## config.mk

```make
export PLATFORM = sky130hd
export DESIGN_NAME = mmio_regs_flat
export DESIGN_NICKNAME = d
export VERILOG_FILES = /design/src/hw/carbon_sys_pkg.sv /design/src/hw/fabric_if.sv /design/src/hw/mmio_regs.sv /design/src/flat_wrapper.sv
export SDC_FILE = /design/constraint.sdc
export NUM_CORES = 1
export LEC_CHECK = 0
export BUFFER_PORTS_ARGS = -buffer_cell sky130_fd_sc_hd__buf_4
export CELL_PAD_IN_SITES_DETAIL_PLACEMENT = 0
export CELL_PAD_IN_SITES_GLOBAL_PLACEMENT = 1
export CORE_MARGIN = 2
export CORE_UTILIZATION = 35
export CTS_BUF_LIST = sky130_fd_sc_hd__clkbuf_8
export DETAILED_ROUTE_END_ITERATION = 8
export HOLD_SLACK_MARGIN = 0.15
export PLACE_DENSITY_LB_ADDON = 0.1
export SETUP_SLACK_MARGIN = 0.2
export SYNTH_ARGS = -nofsm -noshare
export SYNTH_HDL_FRONTEND = slang
export SYNTH_SLANG_ARGS = --single-unit
```

## constraint.sdc

```tcl
create_clock -name clk -period 1.3 [get_ports clk]
set_input_delay 0.065 -clock clk [delete_from_list [all_inputs] [get_ports clk]]
set_output_delay 0.065 -clock clk [all_outputs]
set_load 0.02 [all_outputs]
```

## src/hw/carbon_sys_pkg.sv

```systemverilog
// Carbon system shared definitions
// Bus widths, address map, MMIO register offsets and the boot script
package carbon_sys_pkg;

  typedef logic [31:0] addr_t;
  typedef logic [31:0] data_t;
  typedef logic [7:0]  ram_idx_t;
  typedef logic [15:0] delay_t;
  typedef logic [1:0]  op_t;

  localparam op_t OP_WRITE = 2'd0;
  localparam op_t OP_WAIT  = 2'd1;
  localparam op_t OP_HALT  = 2'd2;

  // MMIO window, everything outside it decodes to RAM
  localparam addr_t MMIO_BASE = 32'hF000_0000;
  localparam addr_t MMIO_MASK = 32'hFFFF_FF00;

  localparam logic [7:0] MMIO_SIG_OFS     = 8'h00;
  localparam logic [7:0] MMIO_OFF_OFS     = 8'h04;
  localparam logic [7:0] MMIO_SCRATCH_OFS = 8'h08;

  localparam int RAM_WORDS = 256;

  // Boot script: RAM marker, short wait, signature, then poweroff
  localparam int BOOT_LEN   = 5;
  localparam int BOOT_PTR_W = $clog2(BOOT_LEN);

  localparam op_t BOOT_OP [BOOT_LEN] = '{OP_WRITE, OP_WAIT, OP_WRITE, OP_WRITE, OP_HALT};
  localparam addr_t BOOT_ADDR [BOOT_LEN] = '{
    32'h0000_0040, 32'h0000_0000, MMIO_BASE | 32'(MMIO_SIG_OFS),
    MMIO_BASE | 32'(MMIO_OFF_OFS), 32'h0000_0000
  };
  localparam data_t BOOT_ARG [BOOT_LEN] = '{
    32'h5A5A_0001, 32'd20, 32'h5A38_3021, 32'h0000_0001, 32'h0000_0000
  };

  typedef enum logic [2:0] {S_FETCH, S_ISSUE, S_RESP, S_DELAY, S_DONE} boot_state_t;

endpackage : carbon_sys_pkg

```

## src/hw/fabric_if.sv

```systemverilog
`timescale 1ns/10ps
// Fabric bus interface
// Valid/ready request channel with a strobe-only response channel
interface fabric_if;

  logic                  req_valid;
  logic                  req_ready;
  logic                  req_write;
  carbon_sys_pkg::addr_t req_addr;
  carbon_sys_pkg::data_t req_wdata;
  logic                  rsp_valid;
  carbon_sys_pkg::data_t rsp_rdata;

  modport master (
    output req_valid, req_write, req_addr, req_wdata,
    input  req_ready, rsp_valid, rsp_rdata
  );

  // Mirror of the master side
  modport slave (
    input  req_valid, req_write, req_addr, req_wdata,
    output req_ready, rsp_valid, rsp_rdata
  );

endinterface : fabric_if

```

## src/hw/mmio_regs.sv

```systemverilog
`timescale 1ns/10ps
// MMIO register block
// Signature, poweroff and scratch registers with one cycle response latency
module mmio_regs (
  input  logic                  clk,
  input  logic                  rst,
  fabric_if.slave               bus,
  output carbon_sys_pkg::data_t signature,
  output logic                  poweroff
);

  carbon_sys_pkg::data_t sig_q;
  carbon_sys_pkg::data_t scratch_q;
  logic                  off_q;
  logic [7:0]            ofs;
  logic                  accept;

  assign ofs           = bus.req_addr[7:0];
  assign bus.req_ready = 1'b1;
  assign accept        = bus.req_valid && bus.req_ready;

  always_ff @(posedge clk) begin
    if (rst) begin
      sig_q         <= '0;
      scratch_q     <= '0;
      off_q         <= 1'b0;
      bus.rsp_valid <= 1'b0;
    end else begin
      bus.rsp_valid <= accept;
      // Unmapped offsets drop the write
      if (accept && bus.req_write) begin
        if (ofs == carbon_sys_pkg::MMIO_SIG_OFS)     sig_q     <= bus.req_wdata;
        if (ofs == carbon_sys_pkg::MMIO_OFF_OFS)     off_q     <= bus.req_wdata[0];
        if (ofs == carbon_sys_pkg::MMIO_SCRATCH_OFS) scratch_q <= bus.req_wdata;
      end
    end
  end

  always_ff @(posedge clk) begin
    if (bus.req_write)                               bus.rsp_rdata <= '0;
    else if (ofs == carbon_sys_pkg::MMIO_SIG_OFS)     bus.rsp_rdata <= sig_q;
    else if (ofs == carbon_sys_pkg::MMIO_OFF_OFS)     bus.rsp_rdata <= {31'd0, off_q};
    else if (ofs == carbon_sys_pkg::MMIO_SCRATCH_OFS) bus.rsp_rdata <= scratch_q;
    else                                             bus.rsp_rdata <= '0;
  end

  assign signature = sig_q;
  assign poweroff  = off_q;

endmodule : mmio_regs

```

## src/flat_wrapper.sv

```systemverilog
// flat-port wrapper written by rule: the top's interface ports become plain ports
module mmio_regs_flat 
  (clk, rst, signature, poweroff, bus_req_valid, bus_req_write, bus_req_addr, bus_req_wdata, bus_req_ready, bus_rsp_valid, bus_rsp_rdata);
  fabric_if bus_i ();
  input  logic clk;
  input  logic rst;
  output carbon_sys_pkg::data_t signature;
  output logic poweroff;
  input wire logic [$bits(bus_i.req_valid)-1:0] bus_req_valid;
  input wire logic [$bits(bus_i.req_write)-1:0] bus_req_write;
  input wire logic [$bits(bus_i.req_addr)-1:0] bus_req_addr;
  input wire logic [$bits(bus_i.req_wdata)-1:0] bus_req_wdata;
  output wire logic [$bits(bus_i.req_ready)-1:0] bus_req_ready;
  output wire logic [$bits(bus_i.rsp_valid)-1:0] bus_rsp_valid;
  output wire logic [$bits(bus_i.rsp_rdata)-1:0] bus_rsp_rdata;
  assign bus_i.req_valid = bus_req_valid;
  assign bus_i.req_write = bus_req_write;
  assign bus_i.req_addr = bus_req_addr;
  assign bus_i.req_wdata = bus_req_wdata;
  assign bus_req_ready = bus_i.req_ready;
  assign bus_rsp_valid = bus_i.rsp_valid;
  assign bus_rsp_rdata = bus_i.rsp_rdata;
  mmio_regs u_core (.clk(clk), .rst(rst), .bus(bus_i), .signature(signature), .poweroff(poweroff));
endmodule
```

==> run_results.csv <==
group,metric,value,unit
setup_path,critical-path-max-stage-delay,0.59,ns
setup_path,rr_startpoint,"u_core.poweroff$_SDFFE_PP0P_",
die,die_w,109,microns
timing,drv_slew,0,
synth,syn-cell-area,3850,sq um
drt,drt-total-wl,9260,microns
clock_tree,clkTransAtPathRegs,0.09,ns
timing,setup_violations,0,
clock_tree,cts_sinks,98,
clock_tree,cts_root_buf,"clkbuf_8",
synth,ys_top_cells_by_area,"dfxtp_1, mux2i_1, nand2b_1, a22oi_1, nor2_1",
synth,avgSynthCellArea,10.6,sq um
drt,first_iter_violations,123,
clock_tree,cts_tree,"yes",
place,hpwlAfterDp,5780,microns
timing,fmax,911,MHz
finish,nets,573,
timing,post-route-period-util,84.4,%
clock_tree,clock_latency,0.36,ns
setup_path,end_kind,"flop",
setup_path,arrival,1.35,ns
setup_path,ff2ff_path_depth,3,
synth,yosys.area.top_type,"dfxtp_1",
synth,synthesis.nets,432,
power_and_ir_drop,power,5980,uW
setup_path,crit_family,"buffers and inverters",
finish,regArea,1960,sq um
grt,grt_antenna_before_repair,0,
place,port_buffers,109,
finish,nFillCells,1011,
synth,ys_types,20,
timing,rsz0062_at_grt,"true",
die,die_h,109,microns
synth,synth_top_area_share,50.9,%
power_and_ir_drop,power_density,1070,nW/um^2
hold_path,whs_path_depth,3,
clock_tree,ctsHoldBuffers,35,
finish,area_growth,44.5,%
setup_path,slowest_stage,"dlygate4sd3_1",
drt,drt-pass1-iter-count,5,
grt,grt_pass1_vias,3000,
die,fp-row-count,38,
drt,ant_nets,0,
grt,grt_usage,16.0,%
setup_path,path_class,"input port to flop",
setup_path,cp-start-kind,"input port",
drt,detail_route.wl_per_cell,14.2,microns
drt,vias,3009,
flow_run,maxCapViolations,0,
setup_path,crit_required,1.55,ns
drt,drc,0,
timing,setup_tns,0,ns
hold_path,min_to,"u_core.bus.rsp_rdata[0]$_SDFF_PP0_",
grt,grt_pass1_wl,14700,microns
finish,multiInputGateArea,1780,sq um
finish,drive_gt1_share,28.6,%
setup_path,path_max_fanout,3,
timing,finalCriticalPeriod,1.10,ns
place,place_inst,599,
clock_tree,numCtsBuffers,9,
synth,yosysWarnings,0,
setup_path,cp_cell_sequence,"buf_4 > dlygate4sd3_1 > nor4b_1 > nand4_1 > mux2i_1",
finish,diodes,0,
setup_path,rrSetupSlack,0.22,ns
drt,viasPerCell,4.63,
synth,ys_ff_latch,98,
die,core_region_area,10800,sq um
outcome,status,"complete, no violations",
finish,instances_no_fill,650,
grt,grt_overflow,0,
grt,grt_max_degree,99,
finish,stdcell_area,5570,sq um
clock_tree,htreeDepth,3,
synth,syn_inst,364,
place,place_area,4940,sq um
hold_path,hp-class,"input port to flop",
setup_path,r2r-end,"u_core.bus.rsp_rdata[0]$_SDFF_PP0_",
clock_tree,cts_buffer_depth,2,
timing,hold_viol,0,
place,gp_congestion,0.728,
die,io_pins,135,
power_and_ir_drop,p_leak,0.00235,uW
setup_path,cp_num_buf_inv,2,
power_and_ir_drop,vdd_ir_drop_max,0.599,mV
synth,ys_seq_area_share,50.9,%
hold_path,min_from,"bus_req_addr[1]",
timing,timing.hold.ws,0.0749,ns
die,initial_core_util,35.7,%
timing,fin_skew,0.0119,ns
die,dieArea,11900,sq um
clock_tree,cts_setup_buffers,0,
[cell families (layout without fill, tap and decap cells)]
family | after synthesis | after routing | synth area share [%]
simple gates | 141 | 141 | 22.2
flops | 98 | 98 | 50.9
mux | 65 | 65 | 16.9
compound gates | 32 | 32 | 6.27
buf+inv | 27 | 173 | 3.64
other cells | 1 | 1 | 0.0973
[registers in the layout (all words and copies together) (netlist names)]
register,cells
u_core.signature,32
u_core.scratch_q,32
u_core.bus.rsp_rdata,32
u_core.bus.rsp_valid,1
u_core.poweroff,1
[per-layer routing]
layer  vias to the layer above  routed length (microns)  part of all wire, %  track usage (%)
met5                         -                        0                    0                0
met4                         0                      117                  1.3             5.86
met3                         9                      452                  4.9             4.18
met2                        64                     4520                   49             27.4
met1                      1429                     4170                   45             19.2
li1                       1507                        -                    -                -
[synth_stat cells]
cell type / number
nor3b_1: 1
buf_2: 1
nor4_4: 1
nor2b_1: 3
clkbuf_1: 19
conb_1: 1
dfxtp_1: 98
a22oi_1: 31
nor4b_4: 1
nand2b_1: 99
nor4_2: 1
a2111oi_0: 1
nand4_1: 1
nand4_2: 1
and4_1: 1
buf_4: 4
buf_6: 3
nor4b_1: 1
mux2i_1: 65
nor2_1: 31
[report_power, final]
group | switching (uW) | internal, uW | total (uW)
logic | 159 | 243 | 402
clock network | 1080 | 1490 | 2570
registers | 1.37 | 3000 | 3000
total | 1240 | 4740 | 5980
[cell usage in the layout, fill, tap and decap left out, drive strengths merged]
| master | count |
|---|---|
| nand2b | 99 |
| nor2 | 31 |
| nor3b | 1 |
| a22oi | 31 |
| a2111oi | 1 |
| conb | 1 |
| inv | 2 |
| nor4b | 2 |
| and4 | 1 |
| mux2i | 65 |
| nor2b | 3 |
| clkinv | 1 |
| dlygate4sd3 | 35 |
| clkbuf | 9 |
| nor4 | 2 |
| buf | 122 |
| nand4 | 2 |
| bufinv | 4 |
| dfxtp | 98 |
[worst max-delay path by stage]
stage | from | end | slack (ns) | cells after the start
CTS | u_core.scratch_q[0]$_SDFFE_PP0P_ | u_core.bus.rsp_rdata[0]$_SDFF_PP0_ | 0.20 | 3
detailed placement | bus_req_addr[1] | u_core.scratch_q[4]$_SDFFE_PP0P_ | 0.01 | 5
finish | bus_req_addr[3] | u_core.poweroff$_SDFFE_PP0P_ | 0.20 | 5
global placement | bus_req_addr[1] | u_core.bus.rsp_rdata[18]$_SDFF_PP0_ | 0.03 | 5
floorplan | bus_req_addr[1] | u_core.scratch_q[10]$_SDFFE_PP0P_ | 0.18 | 5
global route | bus_req_addr[3] | u_core.poweroff$_SDFFE_PP0P_ | 0.16 | 5
[timing repair]
action | 4_1_cts | 5_1_grt
endpoints found under the setup margin | 1 | 2
endpoints found under the hold margin | 67 | 2
gates resized for setup | 3 | 0
pin swaps | 0 | 1
[stage by stage]
stage	utilization, %	worst slack (ns)
4_1_cts	51.6	0.204
3_5_place_dp	45.8	0.0112
2_1_floorplan	-	0.176
3_3_place_gp	45.8	0.0255
6_report	51.6	0.202
5_1_grt	51.6	0.158
[final cells by class]
type                    count  share of cell area, %
clock buffers               9                   2.22
clock inverters             7                   2.63
multi-input cells         239                   32.0
flip-flops and latches     98                   35.2
well taps                 140                   3.14
repair buffers            157                   24.8
[worst reg2reg max path, stage by stage, from the launching register on]
cell and delay [ns]:
dfxtp_1 0.38, nor2b_1 0.07, a2111oi_2 0.36, nor3b_2 0.21
(Power assumes the default switching activity.)
