### src/hw/carbon_sys_pkg.sv
// Carbon system shared definitions
// Bus widths, address map, MMIO register offsets and the boot script
package carbon_sys_pkg;

  typedef logic [31:0] addr_t;
  typedef logic [31:0] data_t;
  typedef logic [7:0]  ram_idx_t;
  typedef logic [15:0] delay_t;
  typedef logic [1:0]  op_t;

  localparam op_t OP_WRITE = 2'd0;
  localparam op_t OP_WAIT  = 2'd1;
  localparam op_t OP_HALT  = 2'd2;

  // MMIO window, everything outside it decodes to RAM
  localparam addr_t MMIO_BASE = 32'hF000_0000;
  localparam addr_t MMIO_MASK = 32'hFFFF_FF00;

  localparam logic [7:0] MMIO_SIG_OFS     = 8'h00;
  localparam logic [7:0] MMIO_OFF_OFS     = 8'h04;
  localparam logic [7:0] MMIO_SCRATCH_OFS = 8'h08;

  localparam int RAM_WORDS = 256;

  // Boot script: RAM marker, short wait, signature, then poweroff
  localparam int BOOT_LEN   = 5;
  localparam int BOOT_PTR_W = $clog2(BOOT_LEN);

  localparam op_t BOOT_OP [BOOT_LEN] = '{OP_WRITE, OP_WAIT, OP_WRITE, OP_WRITE, OP_HALT};
  localparam addr_t BOOT_ADDR [BOOT_LEN] = '{
    32'h0000_0040, 32'h0000_0000, MMIO_BASE | 32'(MMIO_SIG_OFS),
    MMIO_BASE | 32'(MMIO_OFF_OFS), 32'h0000_0000
  };
  localparam data_t BOOT_ARG [BOOT_LEN] = '{
    32'h5A5A_0001, 32'd20, 32'h5A38_3021, 32'h0000_0001, 32'h0000_0000
  };

  typedef enum logic [2:0] {S_FETCH, S_ISSUE, S_RESP, S_DELAY, S_DONE} boot_state_t;

endpackage : carbon_sys_pkg

### src/hw/fabric_if.sv
`timescale 1ns/10ps
// Fabric bus interface
// Valid/ready request channel with a strobe-only response channel
interface fabric_if;

  logic                  req_valid;
  logic                  req_ready;
  logic                  req_write;
  carbon_sys_pkg::addr_t req_addr;
  carbon_sys_pkg::data_t req_wdata;
  logic                  rsp_valid;
  carbon_sys_pkg::data_t rsp_rdata;

  modport master (
    output req_valid, req_write, req_addr, req_wdata,
    input  req_ready, rsp_valid, rsp_rdata
  );

  // Mirror of the master side
  modport slave (
    input  req_valid, req_write, req_addr, req_wdata,
    output req_ready, rsp_valid, rsp_rdata
  );

endinterface : fabric_if

### src/hw/boot_sequencer.sv
`timescale 1ns/10ps
// Boot sequencer
// Walks the boot script as a bus master, then holds boot_done
module boot_sequencer (
  input  logic     clk,
  input  logic     rst,
  fabric_if.master bus,
  output logic     boot_done
);

  carbon_sys_pkg::boot_state_t           state;
  logic [carbon_sys_pkg::BOOT_PTR_W-1:0] ptr;
  carbon_sys_pkg::op_t                   op;
  carbon_sys_pkg::data_t                 arg;
  logic                                  timer_load;
  logic                                  timer_busy;
  logic                                  timer_done;

  assign op  = carbon_sys_pkg::BOOT_OP[ptr];
  assign arg = carbon_sys_pkg::BOOT_ARG[ptr];

  // Wait entries carry their length in the low half of the argument
  assign timer_load = (state == carbon_sys_pkg::S_FETCH) &&
                      (op == carbon_sys_pkg::OP_WAIT) && !timer_busy;

  delay_timer u_delay (
    .clk    (clk),
    .rst    (rst),
    .load   (timer_load),
    .length (arg[15:0]),
    .busy   (timer_busy),
    .done   (timer_done)
  );

  // Script only issues writes
  assign bus.req_valid = (state == carbon_sys_pkg::S_ISSUE);
  assign bus.req_write = 1'b1;
  assign bus.req_addr  = carbon_sys_pkg::BOOT_ADDR[ptr];
  assign bus.req_wdata = arg;

  assign boot_done = (state == carbon_sys_pkg::S_DONE);

  // ----------------------------------------------------------------------
  // Script FSM
  // ----------------------------------------------------------------------
  always_ff @(posedge clk) begin
    if (rst) begin
      state <= carbon_sys_pkg::S_FETCH;
      ptr   <= '0;
    end else begin
      case (state)
        carbon_sys_pkg::S_FETCH: begin
          if (op == carbon_sys_pkg::OP_WRITE) begin
            state <= carbon_sys_pkg::S_ISSUE;
          end else if (op == carbon_sys_pkg::OP_WAIT) begin
            if (timer_load) state <= carbon_sys_pkg::S_DELAY;
          end else begin
            state <= carbon_sys_pkg::S_DONE;
          end
        end
        carbon_sys_pkg::S_ISSUE: begin
          if (bus.req_ready) state <= carbon_sys_pkg::S_RESP;
        end
        carbon_sys_pkg::S_RESP: begin
          // Next entry only once the write is acknowledged
          if (bus.rsp_valid) begin
            ptr   <= ptr + 1'b1;
            state <= carbon_sys_pkg::S_FETCH;
          end
        end
        carbon_sys_pkg::S_DELAY: begin
          if (timer_done) begin
            ptr   <= ptr + 1'b1;
            state <= carbon_sys_pkg::S_FETCH;
          end
        end
        default: state <= carbon_sys_pkg::S_DONE;
      endcase
    end
  end

endmodule : boot_sequencer

### src/hw/delay_timer.sv
`timescale 1ns/10ps
// Delay timer, loadable down-counter with a one-cycle done pulse
module delay_timer (
  input  logic                   clk,
  input  logic                   rst,
  input  logic                   load,
  input  carbon_sys_pkg::delay_t length,
  output logic                   busy,
  output logic                   done
);

  carbon_sys_pkg::delay_t cnt;

  assign busy = (cnt != '0);

  always_ff @(posedge clk) begin
    if (rst) begin
      cnt  <= '0;
      done <= 1'b0;
    end else if (load) begin
      cnt  <= length;
      // Zero length still gives one pulse
      done <= (length == '0);
    end else begin
      done <= (cnt == 16'd1);
      if (busy) cnt <= cnt - 1'b1;
    end
  end

endmodule : delay_timer

### src/flat_wrapper.sv
// flat-port wrapper written by rule: the top's interface ports become plain ports
module boot_sequencer_flat 
  (clk, rst, boot_done, bus_req_valid, bus_req_write, bus_req_addr, bus_req_wdata, bus_req_ready, bus_rsp_valid, bus_rsp_rdata);
  fabric_if bus_i ();
  input  logic clk;
  input  logic rst;
  output logic boot_done;
  output wire logic [$bits(bus_i.req_valid)-1:0] bus_req_valid;
  output wire logic [$bits(bus_i.req_write)-1:0] bus_req_write;
  output wire logic [$bits(bus_i.req_addr)-1:0] bus_req_addr;
  output wire logic [$bits(bus_i.req_wdata)-1:0] bus_req_wdata;
  input wire logic [$bits(bus_i.req_ready)-1:0] bus_req_ready;
  input wire logic [$bits(bus_i.rsp_valid)-1:0] bus_rsp_valid;
  input wire logic [$bits(bus_i.rsp_rdata)-1:0] bus_rsp_rdata;
  assign bus_req_valid = bus_i.req_valid;
  assign bus_req_write = bus_i.req_write;
  assign bus_req_addr = bus_i.req_addr;
  assign bus_req_wdata = bus_i.req_wdata;
  assign bus_i.req_ready = bus_req_ready;
  assign bus_i.rsp_valid = bus_rsp_valid;
  assign bus_i.rsp_rdata = bus_rsp_rdata;
  boot_sequencer u_core (.clk(clk), .rst(rst), .bus(bus_i), .boot_done(boot_done));
endmodule
### config.mk
export PLATFORM = sky130hd
export DESIGN_NAME = boot_sequencer_flat
export DESIGN_NICKNAME = d
export VERILOG_FILES = /design/src/hw/carbon_sys_pkg.sv /design/src/hw/fabric_if.sv /design/src/hw/boot_sequencer.sv /design/src/hw/delay_timer.sv /design/src/flat_wrapper.sv
export SDC_FILE = /design/constraint.sdc
export NUM_CORES = 1
export LEC_CHECK = 0
export BUFFER_PORTS_ARGS = -buffer_cell sky130_fd_sc_hd__buf_2
export CAP_MARGIN = 5
export CORE_MARGIN = 3
export CORE_UTILIZATION = 45
export CTS_BUF_LIST = sky130_fd_sc_hd__clkbuf_8 sky130_fd_sc_hd__clkbuf_16
export DETAILED_ROUTE_END_ITERATION = 10
export GPL_ROUTABILITY_DRIVEN = 1
export GPL_TIMING_DRIVEN = 0
export HOLD_SLACK_MARGIN = 0.12
export MAX_ROUTING_LAYER = met4
export PLACE_DENSITY_LB_ADDON = 0.3
export SLEW_MARGIN = 0
export SYNTH_ARGS = -nofsm -noshare
export SYNTH_HDL_FRONTEND = slang
export SYNTH_HIERARCHICAL = 1
export SYNTH_SLANG_ARGS = --single-unit
### constraint.sdc
create_clock -name clk -period 3.64 [get_ports clk]
set_clock_uncertainty 0.1 [all_clocks]
set_input_delay 0.182 -clock clk [delete_from_list [all_inputs] [get_ports clk]]
set_output_delay 0.182 -clock clk [all_outputs]
set_load 0.02 [all_outputs]
==> Implementation_results.wiki <==
{| class="wikitable"
! Metric !! Value
|-
| Final count of hold timing violations || 0
|-
| Area of the mapped netlist || 0.00185 mm^2
|-
| Total of warnings raised by yosys || 6
|-
| Clk pwr share || between 10% and 20%
|-
| Die Height || around 70 um
|-
| DP Worst Slack || -0.00993 ns
|-
| Part of the power in combinational logic || a little under three fifths
|-
| Met1 track utilization from global routing || between 10% and 20%
|-
| Most frequent cells in the layout || conb_1 (64), buf_4 (59), buf_2 (27), dfxtp_1 (23), nand2_1 (18)
|-
| Fin crit share || about 94%
|-
| Unrepaired setup endpoints after global routing || false
|-
| Final HPWL DP || ~2700 um
|-
| Sw Share || 42.9%
|-
| Crit path arrival time || 3.51 ns
|-
| Area growth from synthesis to layout || 26.6%
|-
| Clock sinks || 23
|-
| # DRC || 0
|-
| Fin worst setup slack || 0.228 ns
|-
| Met2 track demand over resource in global routing || ~23%
|-
| Setup TNS after final layout || 0 ns
|-
| Starting density of the core || between 40% and 50%
|-
| Final count of pins violating max slew || 0
|-
| Count of filler cells inserted in the layout || 350
|-
| Total area of multi-input combinational cells || about 0.0011 mm^2
|-
| Worst slew margin relative to its limit || a little over half
|-
| Setup-violating endpoint count in the final report || 0
|-
| Critical path launch point type || flop
|-
| Area contributors post-synth || dfxtp_1 (25%), buf_4 (24%), ha_1 (5.4%)
|-
| Remaining global-route overflow || 0
|-
| Outcome || finished clean
|-
| Power density relative to cell area || 566 mW/mm^2
|-
| Flop and latch count out of synthesis || 23
|-
| Clock tree root driver cell || clkbuf_8
|-
| Clock latency reported for the late side of the worst-skew pair || around 0.27 ns
|-
| Wire length of the first global-routing pass || 5530 um
|-
| Standard-cell rows || 22
|-
| Number of distinct library cell variants in the gate-level netlist after synthesis || 47
|-
| Post-synth top flop || dfxtp_1
|-
| Diode count || 0
|-
| DRC marker count from the first detailed-route iteration || 42
|-
| Synth Instances || 222
|-
| Busiest metal layer after global routing || met2
|-
| Routing usage on met3 || around 2.3%
|-
| Quantity of I/O buffers inserted on ports || 26
|-
| ANT nets after route || 0
|-
| Pre-antenna DRT Iters || 4
|-
| TritonCTS clock tree || yes
|-
| Max Freq || approximately 300 MHz
|-
| WP data required || 3.74 ns
|-
| VDD IR max || around 0.00025 V
|-
| Antenna violations before repair || 0
|-
| Most common cell after layout, fill and taps aside || conb_1
|-
| EDFF count, synth || 0
|-
| Worst min-delay path category || in -> reg
|-
| Share of layout cells above drive strength 1 || roughly a third
|-
| Number of buffers added by the clock tree synthesis step || 3
|-
| Flip-flop and latch area || between 400 and 500 um^2
|-
| Power spent charging and discharging nets || 567 uW
|-
| Max Fanout on Critical Path || 9
|-
| Routed wire per std cell || 9.23 um
|-
| Worst hold-check slack || about 0.16 ns
|-
| Kind of critical path || reg -> reg
|-
| Proportion of synthesized flip-flops having asynchronous set or reset || 0%
|-
| H-tree levels || 1
|-
| Worst-path clk slew || about 0.080 ns
|-
| Via Count || 1530
|-
| Total wirelength of the detailed-routed design || between 3000 and 4000 um
|-
| Yosys top cell area share || between 20% and 30%
|-
| DIE WIDTH || between 70 and 80 um
|-
| Routability Congestion || ~0.77
|-
| Pin slew with the least headroom to its limit || approximately 0.7 ns
|-
| GRT Overall Usage || about 14%
|-
| Shortest period the worst path allows || approximately 3.4 ns
|-
| Maximum buffer depth of the clock tree || 2
|-
| Core Box Area || roughly 0.0038 mm^2
|-
| Pin count of the biggest net entering global routing || 14
|-
| Total Die Area || 0.00491 mm^2
|-
| Total of max-cap violations || 0
|-
| Post-synthesis sequential area ratio || roughly a quarter
|-
| Portion of total power attributed to sequential cells || between 30% and 40%
|-
| Total design power || between 1000 and 1500 uW
|-
| Count of nets after finishing || 360
|-
| Routed vias/inst || roughly 4.2
|-
| Top Ports || 103
|-
| Number of global-route vias before repair || around 1.3k
|-
| Total internal power || about 750 uW
|-
| Leakage || 0.00119 uW
|-
| Capturing element type of the critical path || flop
|-
| Mapped Avg Cell Area || ~8.3 um^2
|-
| Area leader, netlist || dfxtp_1
|}
routing by layer:
layer	wire length, um	share of wire [%]
met1	1490	44
met2	1490	44
met3	308	9.2
met4	72	2.1
met5	0	0
final timing paths:
path | start | endpoint | slack [ns] | cells after the start
worst max-delay path | u_core/u_delay/cnt[0]$_SDFFE_PP0P_ | u_core/u_delay/done$_SDFF_PP0_ | 0.23 | 11
worst min register to register | u_core/ptr[1]$_SDFFE_PP0P_ | u_core/ptr[1]$_SDFFE_PP0P_ | 0.42 | 2
worst max register to register | u_core/u_delay/cnt[0]$_SDFFE_PP0P_ | u_core/u_delay/done$_SDFF_PP0_ | 0.23 | 11
worst min-delay path | bus_rsp_valid | u_core/state[1]$_SDFFE_PP0P_ | 0.16 | 3
critical path, cell delays in order, from the launching register on:
cell and delay, ns:
dfxtp_1 0.33, inv_1 0.10, ha_1 0.24, nor4b_4 0.36, nand4_1 0.33, or3b_2 0.56, nor4_1 0.20, clkbuf_2 0.25
or4b_1 0.45, nor3_1 0.13, nand4_1 0.09, a21oi_1 0.18
synthesized netlist by cell type, types with 2 or more instances:
library cell,count
buf_4,59
dfxtp_1,23
nand2_1,18
nor2_1,14
o21ai_1,11
ha_1,8
xor2_1,7
inv_1,6
nor3_1,6
nand2b_1,5
nand4_1,5
xnor2_1,5
mux2i_1,4
nor4_1,4
a21oi_1,3
nor2b_1,3
a311oi_1,2
and2b_1,2
buf_6,2
clkbuf_1,2
conb_1,2
mux2_2,2
nand4b_1,2
nor3b_1,2
o21a_1,2
or4b_1,2
what timing repair did:
item / in CTS / in global routing
gates cloned: 0 / 0
gates resized for setup: 2 / 2
hold buffers: 1 / 0
setup buffers: 0 / 0
setup endpoints to repair: 5 / 1
endpoints found under the hold margin: 3 / 0
power groups by stage:
stage / clock network, uW / registers [uW] / logic (uW)
global placement: 0 / 419 / 709
CTS: 174 / 421 / 736
detailed placement: 0 / 423 / 720
finish: 166 / 422 / 734
floorplan: 0 / 406 / 611
global route: 181 / 432 / 815
logic make-up (layout without fill, tap and decap cells):
logic type,Yosys count,in the layout,synth area share [%]
AND/OR/NAND/NOR,74,74,23.7
buffers and inverters,71,102,27.3
AO/OA/AOI/OAI,25,25,8.54
flip-flops,23,23,24.9
XOR/XNOR,12,12,5.69
adder cells (fa/ha/maj),8,8,5.42
multiplexers,7,7,4.00
other,2,64,0.407
final cells by class:
cell class / count / share of cell area (%)
timing repair buffer: 27 / 6.00
sequential: 23 / 19.7
inverter: 6 / 0.964
buffer: 65 / 20.7
tap: 48 / 2.57
clock inverter: 1 / 0.214
multi-input combinational: 190 / 48.0
clock buffer: 3 / 1.77
state kept, by name, indices dropped and copies added (netlist names):
register,flops
u_core/u_delay/cnt,16
u_core/u_delay/done,1
u_core/ptr,3
u_core/state,3
stage by stage:
step	cell area, um^2	cells	util [%]
4_1_cts	2330	363	61.5
5_1_grt	2340	363	61.5
6_report	2340	363	61.5
3_3_place_gp	2270	358	59.7
3_5_place_dp	2270	358	59.7
2_1_floorplan	2080	284	-
(Power assumes the default switching activity.)
