===== config.mk =====
export PLATFORM = sky130hd
export DESIGN_NAME = fabric_arbiter_flat
export DESIGN_NICKNAME = d
export VERILOG_FILES = /design/src/hw/carbon_sys_pkg.sv /design/src/hw/fabric_if.sv /design/src/hw/fabric_arbiter.sv /design/src/flat_wrapper.sv
export SDC_FILE = /design/constraint.sdc
export NUM_CORES = 1
export LEC_CHECK = 0
export BUFFER_PORTS_ARGS = -buffer_cell sky130_fd_sc_hd__buf_2
export CORE_AREA = 5 5 155 157
export CTS_BUF_LIST = sky130_fd_sc_hd__clkbuf_4
export DETAILED_ROUTE_END_ITERATION = 10
export DIE_AREA = 0 0 160 162
export GPL_ROUTABILITY_DRIVEN = 0
export PLACE_DENSITY_LB_ADDON = 0.2
export REMOVE_ABC_BUFFERS = 1
export SYNTH_ARGS = -nofsm -noshare
export SYNTH_HDL_FRONTEND = slang
export SYNTH_SLANG_ARGS = --single-unit

===== constraint.sdc =====
create_clock -name clk -period 2.1 [get_ports clk]
set_input_delay 0.105 -clock clk [delete_from_list [all_inputs] [get_ports clk]]
set_output_delay 0.105 -clock clk [all_outputs]
set_load 0.01 [all_outputs]

===== src/hw/carbon_sys_pkg.sv =====
// Carbon system shared definitions
// Bus widths, address map, MMIO register offsets and the boot script
package carbon_sys_pkg;

  typedef logic [31:0] addr_t;
  typedef logic [31:0] data_t;
  typedef logic [7:0]  ram_idx_t;
  typedef logic [15:0] delay_t;
  typedef logic [1:0]  op_t;

  localparam op_t OP_WRITE = 2'd0;
  localparam op_t OP_WAIT  = 2'd1;
  localparam op_t OP_HALT  = 2'd2;

  // MMIO window, everything outside it decodes to RAM
  localparam addr_t MMIO_BASE = 32'hF000_0000;
  localparam addr_t MMIO_MASK = 32'hFFFF_FF00;

  localparam logic [7:0] MMIO_SIG_OFS     = 8'h00;
  localparam logic [7:0] MMIO_OFF_OFS     = 8'h04;
  localparam logic [7:0] MMIO_SCRATCH_OFS = 8'h08;

  localparam int RAM_WORDS = 256;

  // Boot script: RAM marker, short wait, signature, then poweroff
  localparam int BOOT_LEN   = 5;
  localparam int BOOT_PTR_W = $clog2(BOOT_LEN);

  localparam op_t BOOT_OP [BOOT_LEN] = '{OP_WRITE, OP_WAIT, OP_WRITE, OP_WRITE, OP_HALT};
  localparam addr_t BOOT_ADDR [BOOT_LEN] = '{
    32'h0000_0040, 32'h0000_0000, MMIO_BASE | 32'(MMIO_SIG_OFS),
    MMIO_BASE | 32'(MMIO_OFF_OFS), 32'h0000_0000
  };
  localparam data_t BOOT_ARG [BOOT_LEN] = '{
    32'h5A5A_0001, 32'd20, 32'h5A38_3021, 32'h0000_0001, 32'h0000_0000
  };

  typedef enum logic [2:0] {S_FETCH, S_ISSUE, S_RESP, S_DELAY, S_DONE} boot_state_t;

endpackage : carbon_sys_pkg


===== src/hw/fabric_if.sv =====
`timescale 1ns/10ps
// Fabric bus interface
// Valid/ready request channel with a strobe-only response channel
interface fabric_if;

  logic                  req_valid;
  logic                  req_ready;
  logic                  req_write;
  carbon_sys_pkg::addr_t req_addr;
  carbon_sys_pkg::data_t req_wdata;
  logic                  rsp_valid;
  carbon_sys_pkg::data_t rsp_rdata;

  modport master (
    output req_valid, req_write, req_addr, req_wdata,
    input  req_ready, rsp_valid, rsp_rdata
  );

  // Mirror of the master side
  modport slave (
    input  req_valid, req_write, req_addr, req_wdata,
    output req_ready, rsp_valid, rsp_rdata
  );

endinterface : fabric_if


===== src/hw/fabric_arbiter.sv =====
`timescale 1ns/10ps
// Two-master fabric arbiter
// Round-robin grant between host and sequencer, MMIO/RAM decode, response routing
module fabric_arbiter (
  input  logic                  clk,
  input  logic                  rst,
  input  logic                  host_req_valid,
  input  logic                  host_req_write,
  input  carbon_sys_pkg::addr_t host_req_addr,
  input  carbon_sys_pkg::data_t host_req_wdata,
  output logic                  host_req_ready,
  output logic                  host_rsp_valid,
  output carbon_sys_pkg::data_t host_rsp_rdata,
  fabric_if.slave               seq,
  fabric_if.master              mmio,
  fabric_if.master              ram
);

  logic                  last_host;
  logic                  grant_host;
  logic                  grant_seq;
  logic                  any_grant;
  logic                  hit_mmio;
  logic                  slave_ready;
  logic                  accept;
  logic                  sel_write;
  carbon_sys_pkg::addr_t sel_addr;
  carbon_sys_pkg::data_t sel_wdata;
  logic                  tag_host;
  logic                  tag_mmio;
  logic                  rsp_valid;
  carbon_sys_pkg::data_t rsp_rdata;

  // ----------------------------------------------------------------------
  // Grant and request steering
  // ----------------------------------------------------------------------
  // On contention the master that was not served last wins
  assign grant_host = host_req_valid && (!seq.req_valid || !last_host);
  assign grant_seq  = seq.req_valid && !grant_host;
  assign any_grant  = grant_host || grant_seq;

  assign sel_write = grant_host ? host_req_write : seq.req_write;
  assign sel_addr  = grant_host ? host_req_addr  : seq.req_addr;
  assign sel_wdata = grant_host ? host_req_wdata : seq.req_wdata;

  assign hit_mmio = (sel_addr & carbon_sys_pkg::MMIO_MASK) == carbon_sys_pkg::MMIO_BASE;

  assign mmio.req_valid = any_grant && hit_mmio;
  assign mmio.req_write = sel_write;
  assign mmio.req_addr  = sel_addr;
  assign mmio.req_wdata = sel_wdata;

  // RAM is the default slave
  assign ram.req_valid = any_grant && !hit_mmio;
  assign ram.req_write = sel_write;
  assign ram.req_addr  = sel_addr;
  assign ram.req_wdata = sel_wdata;

  assign slave_ready    = hit_mmio ? mmio.req_ready : ram.req_ready;
  assign accept         = any_grant && slave_ready;
  assign host_req_ready = grant_host && slave_ready;
  assign seq.req_ready  = grant_seq && slave_ready;

  // ----------------------------------------------------------------------
  // Response routing by the tag of the last accepted request
  // ----------------------------------------------------------------------
  always_ff @(posedge clk) begin
    if (rst) begin
      last_host <= 1'b0;
      tag_host  <= 1'b0;
      tag_mmio  <= 1'b0;
    end else if (accept) begin
      last_host <= grant_host;
      tag_host  <= grant_host;
      tag_mmio  <= hit_mmio;
    end
  end

  assign rsp_valid = tag_mmio ? mmio.rsp_valid : ram.rsp_valid;
  assign rsp_rdata = tag_mmio ? mmio.rsp_rdata : ram.rsp_rdata;

  assign host_rsp_valid = rsp_valid && tag_host;
  assign host_rsp_rdata = rsp_rdata;
  assign seq.rsp_valid  = rsp_valid && !tag_host;
  assign seq.rsp_rdata  = rsp_rdata;

endmodule : fabric_arbiter


===== src/flat_wrapper.sv =====
// flat-port wrapper written by rule: the top's interface ports become plain ports
module fabric_arbiter_flat 
  (clk, rst, host_req_valid, host_req_write, host_req_addr, host_req_wdata, host_req_ready, host_rsp_valid, host_rsp_rdata, seq_req_valid, seq_req_write, seq_req_addr, seq_req_wdata, seq_req_ready, seq_rsp_valid, seq_rsp_rdata, mmio_req_valid, mmio_req_write, mmio_req_addr, mmio_req_wdata, mmio_req_ready, mmio_rsp_valid, mmio_rsp_rdata, ram_req_valid, ram_req_write, ram_req_addr, ram_req_wdata, ram_req_ready, ram_rsp_valid, ram_rsp_rdata);
  fabric_if seq_i ();
  fabric_if mmio_i ();
  fabric_if ram_i ();
  input  logic clk;
  input  logic rst;
  input  logic host_req_valid;
  input  logic host_req_write;
  input  carbon_sys_pkg::addr_t host_req_addr;
  input  carbon_sys_pkg::data_t host_req_wdata;
  output logic host_req_ready;
  output logic host_rsp_valid;
  output carbon_sys_pkg::data_t host_rsp_rdata;
  input wire logic [$bits(seq_i.req_valid)-1:0] seq_req_valid;
  input wire logic [$bits(seq_i.req_write)-1:0] seq_req_write;
  input wire logic [$bits(seq_i.req_addr)-1:0] seq_req_addr;
  input wire logic [$bits(seq_i.req_wdata)-1:0] seq_req_wdata;
  output wire logic [$bits(seq_i.req_ready)-1:0] seq_req_ready;
  output wire logic [$bits(seq_i.rsp_valid)-1:0] seq_rsp_valid;
  output wire logic [$bits(seq_i.rsp_rdata)-1:0] seq_rsp_rdata;
  output wire logic [$bits(mmio_i.req_valid)-1:0] mmio_req_valid;
  output wire logic [$bits(mmio_i.req_write)-1:0] mmio_req_write;
  output wire logic [$bits(mmio_i.req_addr)-1:0] mmio_req_addr;
  output wire logic [$bits(mmio_i.req_wdata)-1:0] mmio_req_wdata;
  input wire logic [$bits(mmio_i.req_ready)-1:0] mmio_req_ready;
  input wire logic [$bits(mmio_i.rsp_valid)-1:0] mmio_rsp_valid;
  input wire logic [$bits(mmio_i.rsp_rdata)-1:0] mmio_rsp_rdata;
  output wire logic [$bits(ram_i.req_valid)-1:0] ram_req_valid;
  output wire logic [$bits(ram_i.req_write)-1:0] ram_req_write;
  output wire logic [$bits(ram_i.req_addr)-1:0] ram_req_addr;
  output wire logic [$bits(ram_i.req_wdata)-1:0] ram_req_wdata;
  input wire logic [$bits(ram_i.req_ready)-1:0] ram_req_ready;
  input wire logic [$bits(ram_i.rsp_valid)-1:0] ram_rsp_valid;
  input wire logic [$bits(ram_i.rsp_rdata)-1:0] ram_rsp_rdata;
  assign seq_i.req_valid = seq_req_valid;
  assign seq_i.req_write = seq_req_write;
  assign seq_i.req_addr = seq_req_addr;
  assign seq_i.req_wdata = seq_req_wdata;
  assign seq_req_ready = seq_i.req_ready;
  assign seq_rsp_valid = seq_i.rsp_valid;
  assign seq_rsp_rdata = seq_i.rsp_rdata;
  assign mmio_req_valid = mmio_i.req_valid;
  assign mmio_req_write = mmio_i.req_write;
  assign mmio_req_addr = mmio_i.req_addr;
  assign mmio_req_wdata = mmio_i.req_wdata;
  assign mmio_i.req_ready = mmio_req_ready;
  assign mmio_i.rsp_valid = mmio_rsp_valid;
  assign mmio_i.rsp_rdata = mmio_rsp_rdata;
  assign ram_req_valid = ram_i.req_valid;
  assign ram_req_write = ram_i.req_write;
  assign ram_req_addr = ram_i.req_addr;
  assign ram_req_wdata = ram_i.req_wdata;
  assign ram_i.req_ready = ram_req_ready;
  assign ram_i.rsp_valid = ram_rsp_valid;
  assign ram_i.rsp_rdata = ram_rsp_rdata;
  fabric_arbiter u_core (.clk(clk), .rst(rst), .host_req_valid(host_req_valid), .host_req_write(host_req_write), .host_req_addr(host_req_addr), .host_req_wdata(host_req_wdata), .host_req_ready(host_req_ready), .host_rsp_valid(host_rsp_valid), .host_rsp_rdata(host_rsp_rdata), .seq(seq_i), .mmio(mmio_i), .ram(ram_i));
endmodule

==> results.py <==
metrics = {
    "placement": {
        "portBuffers": 401,
        "dpl.hpwl_mm": 14.4,
        "placed_area_um2": 3890,
    },
    "worst_setup_path": {
        "worstSetupStartpointType": "primary input",
        "endpoint_kind": "primary output",
        "cp_data_required_time_ps": 2000,
        "crit_arrival_ps": 2000,
        "worstSetupPathType": "in2out",
        "critPathMaxFanout": 3,
    },
    "sta": {
        "period_minus_slack_ps": 2110,
        "finalCritPeriodShare_pct": 100,
        "finalClockSkew_ps": 2.93,
        "fmax_mhz": 474,
        "fin_ws_ps": -9.16,
        "finalHoldViolCount": 0,
        "worst_pin_slew_ps": 473,
        "rsz0062_at_grt": "yes",
        "relSlewSlack_pct": 68.2,
        "setup-tns-final_ps": -9.16,
        "drv_slew": 0,
        "hold_ws_ps": 73.4,
        "setup_violations": 1,
    },
    "synthesis": {
        "synth_area_leaders": "mux2_2 (48%), buf_4 (33%), mux2_1 (2.1%)",
        "yosysSeqAreaShare_pct": 1.84,
        "synth_top_area_share_pct": 48.2,
        "syn_inst": 249,
        "syn_area_um2": 2170,
        "ys_warn_count": 0,
        "ys_seq_elements": 2,
        "yosysTopAreaCell": "mux2_2",
        "synth_cell_types": 25,
        "syn_area_per_cell_um2": 8.73,
    },
    "route": {
        "wire_per_inst_um": 18.2,
        "drc": 0,
        "ant_nets": 0,
        "drt-total-wl_mm": 15.4,
        "first_pass_iters": 4,
        "vias": 2977,
        "drt_iter0_drc": 50,
        "viasPerCell": 3.52,
    },
    "global_route": {
        "grt_pass1_vias": 3168,
        "grt_overflow_total": 0,
        "antenna_found_initial": 5,
        "grt_max_degree": 54,
        "grt_pass1_wl_mm": 21.2,
        "grt_usage_pct": 10.7,
    },
    "layout": {
        "nets": 765,
        "layout_commonest_cell": "buf_2",
        "syn2layout_area_growth_pct": 82.3,
        "design_area_um2": 3970,
        "final_layout_size_suffix_gt1_share_pct": 92.9,
        "final_util_pct": 17.7,
        "mostFrequentLayoutCells": "buf_2 (399), mux2_2 (93), buf_4 (15)",
        "n_antenna_cell": 0,
        "fill_cells": 2587,
    },
    "pwr": {
        "irDropWorstVdd_uv": 102,
        "power.total_uw": 1100,
        "power_per_cell_area_nw_per_um2": 277,
        "p_leak_uw": 0.00214,
    },
    "die": {
        "start_util_pct": 9.72,
        "die_h_um": 162,
        "die_w_um": 160,
        "fp-row-count": 55,
        "ios": 402,
        "die_area_um2": 25900,
        "core_area_um2": 22400,
    },
    "clocking": {
        "clkSinkCount": 2,
        "tritoncts": "done",
        "clk_pin_slew_ps": 30,
        "ctsHtreeMaxLevel": 1,
        "clock_latency_ps": 240,
        "root_buffer": "clkbuf_4",
        "cts_buffers": 3,
        "cts.path.max_buffers": 2,
    },
    "job": {
        "maxCapViolations": 0,
    },
    "outcome": {
        "violations": "setup timing",
        "outcome": "complete, but fails checks",
    },
    "worst_hold_path": {
        "hold_path_class": "in2reg",
    },
}
cells by family after synthesis:
kind of cell / count (synthesis) / share of synthesized area (%)
muxes: 100 / 52.2
buffers and inverters: 109 / 35.7
DFF: 2 / 1.84
and+or+nand+nor: 30 / 7.65
AOI/OAI and AO/OA: 8 / 2.59
cells in the mapped netlist:
master / number
nor2b_1: 2
o22ai_2: 1
and4_1: 1
mux2_2: 93
buf_4: 97
or4_1: 4
dfxtp_1: 2
o21ai_0: 1
nor4_1: 7
a21oi_1: 2
nor3b_1: 1
inv_1: 1
nand2_1: 7
mux2i_1: 2
mux2_1: 4
o32ai_1: 1
o21ai_1: 1
a21boi_1: 1
clkbuf_1: 8
o211ai_1: 1
nand2_2: 1
nand4_1: 2
nor2_1: 5
mux2i_4: 1
buf_2: 3
layout make-up:
type | count | area, um^2 | share of cell area [%]
clock buffers | 3 | 22.5 | 0.568
inverters | 1 | 3.75 | 0.0947
multi-input cells | 138 | 1390 | 35.0
flip-flops and latches | 2 | 41.3 | 1.04
well taps | 285 | 357 | 8.99
repair buffers | 417 | 2150 | 54.3
flip-flops by register name, summed over array words and instances, names as in the netlist:
| signal | count |
|---|---|
| u_core.tag_mmio | 1 |
| u_core.last_host | 1 |
report_power, final:
part           total [uW]  leakage, uW  switching, uW  internal, uW
clock                90.5    0.0000138           27.1          63.4
combinational         966      0.00211            487           479
sequential           41.6    0.0000167           1.47          40.1
total                1100      0.00214            516           583
worst paths after layout:
path	start	to	slack [ps]	depth (start not counted)
setup / recovery	seq_req_addr[9]	seq_req_ready	-9	8
hold / removal	rst	u_core.tag_mmio	70	2
setup reg to reg	u_core.last_host	u_core.last_host	340	7
hold reg to reg	u_core.tag_mmio	u_core.tag_mmio	480	2
through the flow:
| stage | setup WS, ps | std cells |
|---|---|---|
| after detailed placement | -181 | 840 |
| after floorplan | -2840 | 141 |
| final | -9.16 | 846 |
| after global routing | -82.9 | 846 |
| after global placement | -107 | 840 |
| after CTS | -55.5 | 846 |
routing by layer:
metal / vias up / wire, um / track usage, % / part of all wire, %
met5: - / 41 / 0 / 0.27
met3: 14 / 1770 / 4.11 / 12
li1: 1412 / - / - / -
met4: 6 / 80 / 0.939 / 0.52
met2: 231 / 8060 / 20.8 / 52
met1: 1314 / 5410 / 11.4 / 35
worst max-delay path: stages:
cell and delay [ps]:
buf_6 90, or4_4 520, or4_4 510, o22ai_4 130, nand2_2 100, mux2i_4 220
nor3b_2 170, buf_2 160
repair_timing:
item                                   4_1_cts  5_1_grt
gates cloned                                 0        0
endpoints found under the hold margin        0        0
hold buffers                                 0        0
gates resized for setup                      6        1
setup buffers                                3        0
setup endpoints to repair                    2        3
pin swaps                                    2        1
No activity file was read; power rests on OpenSTA's default activity.
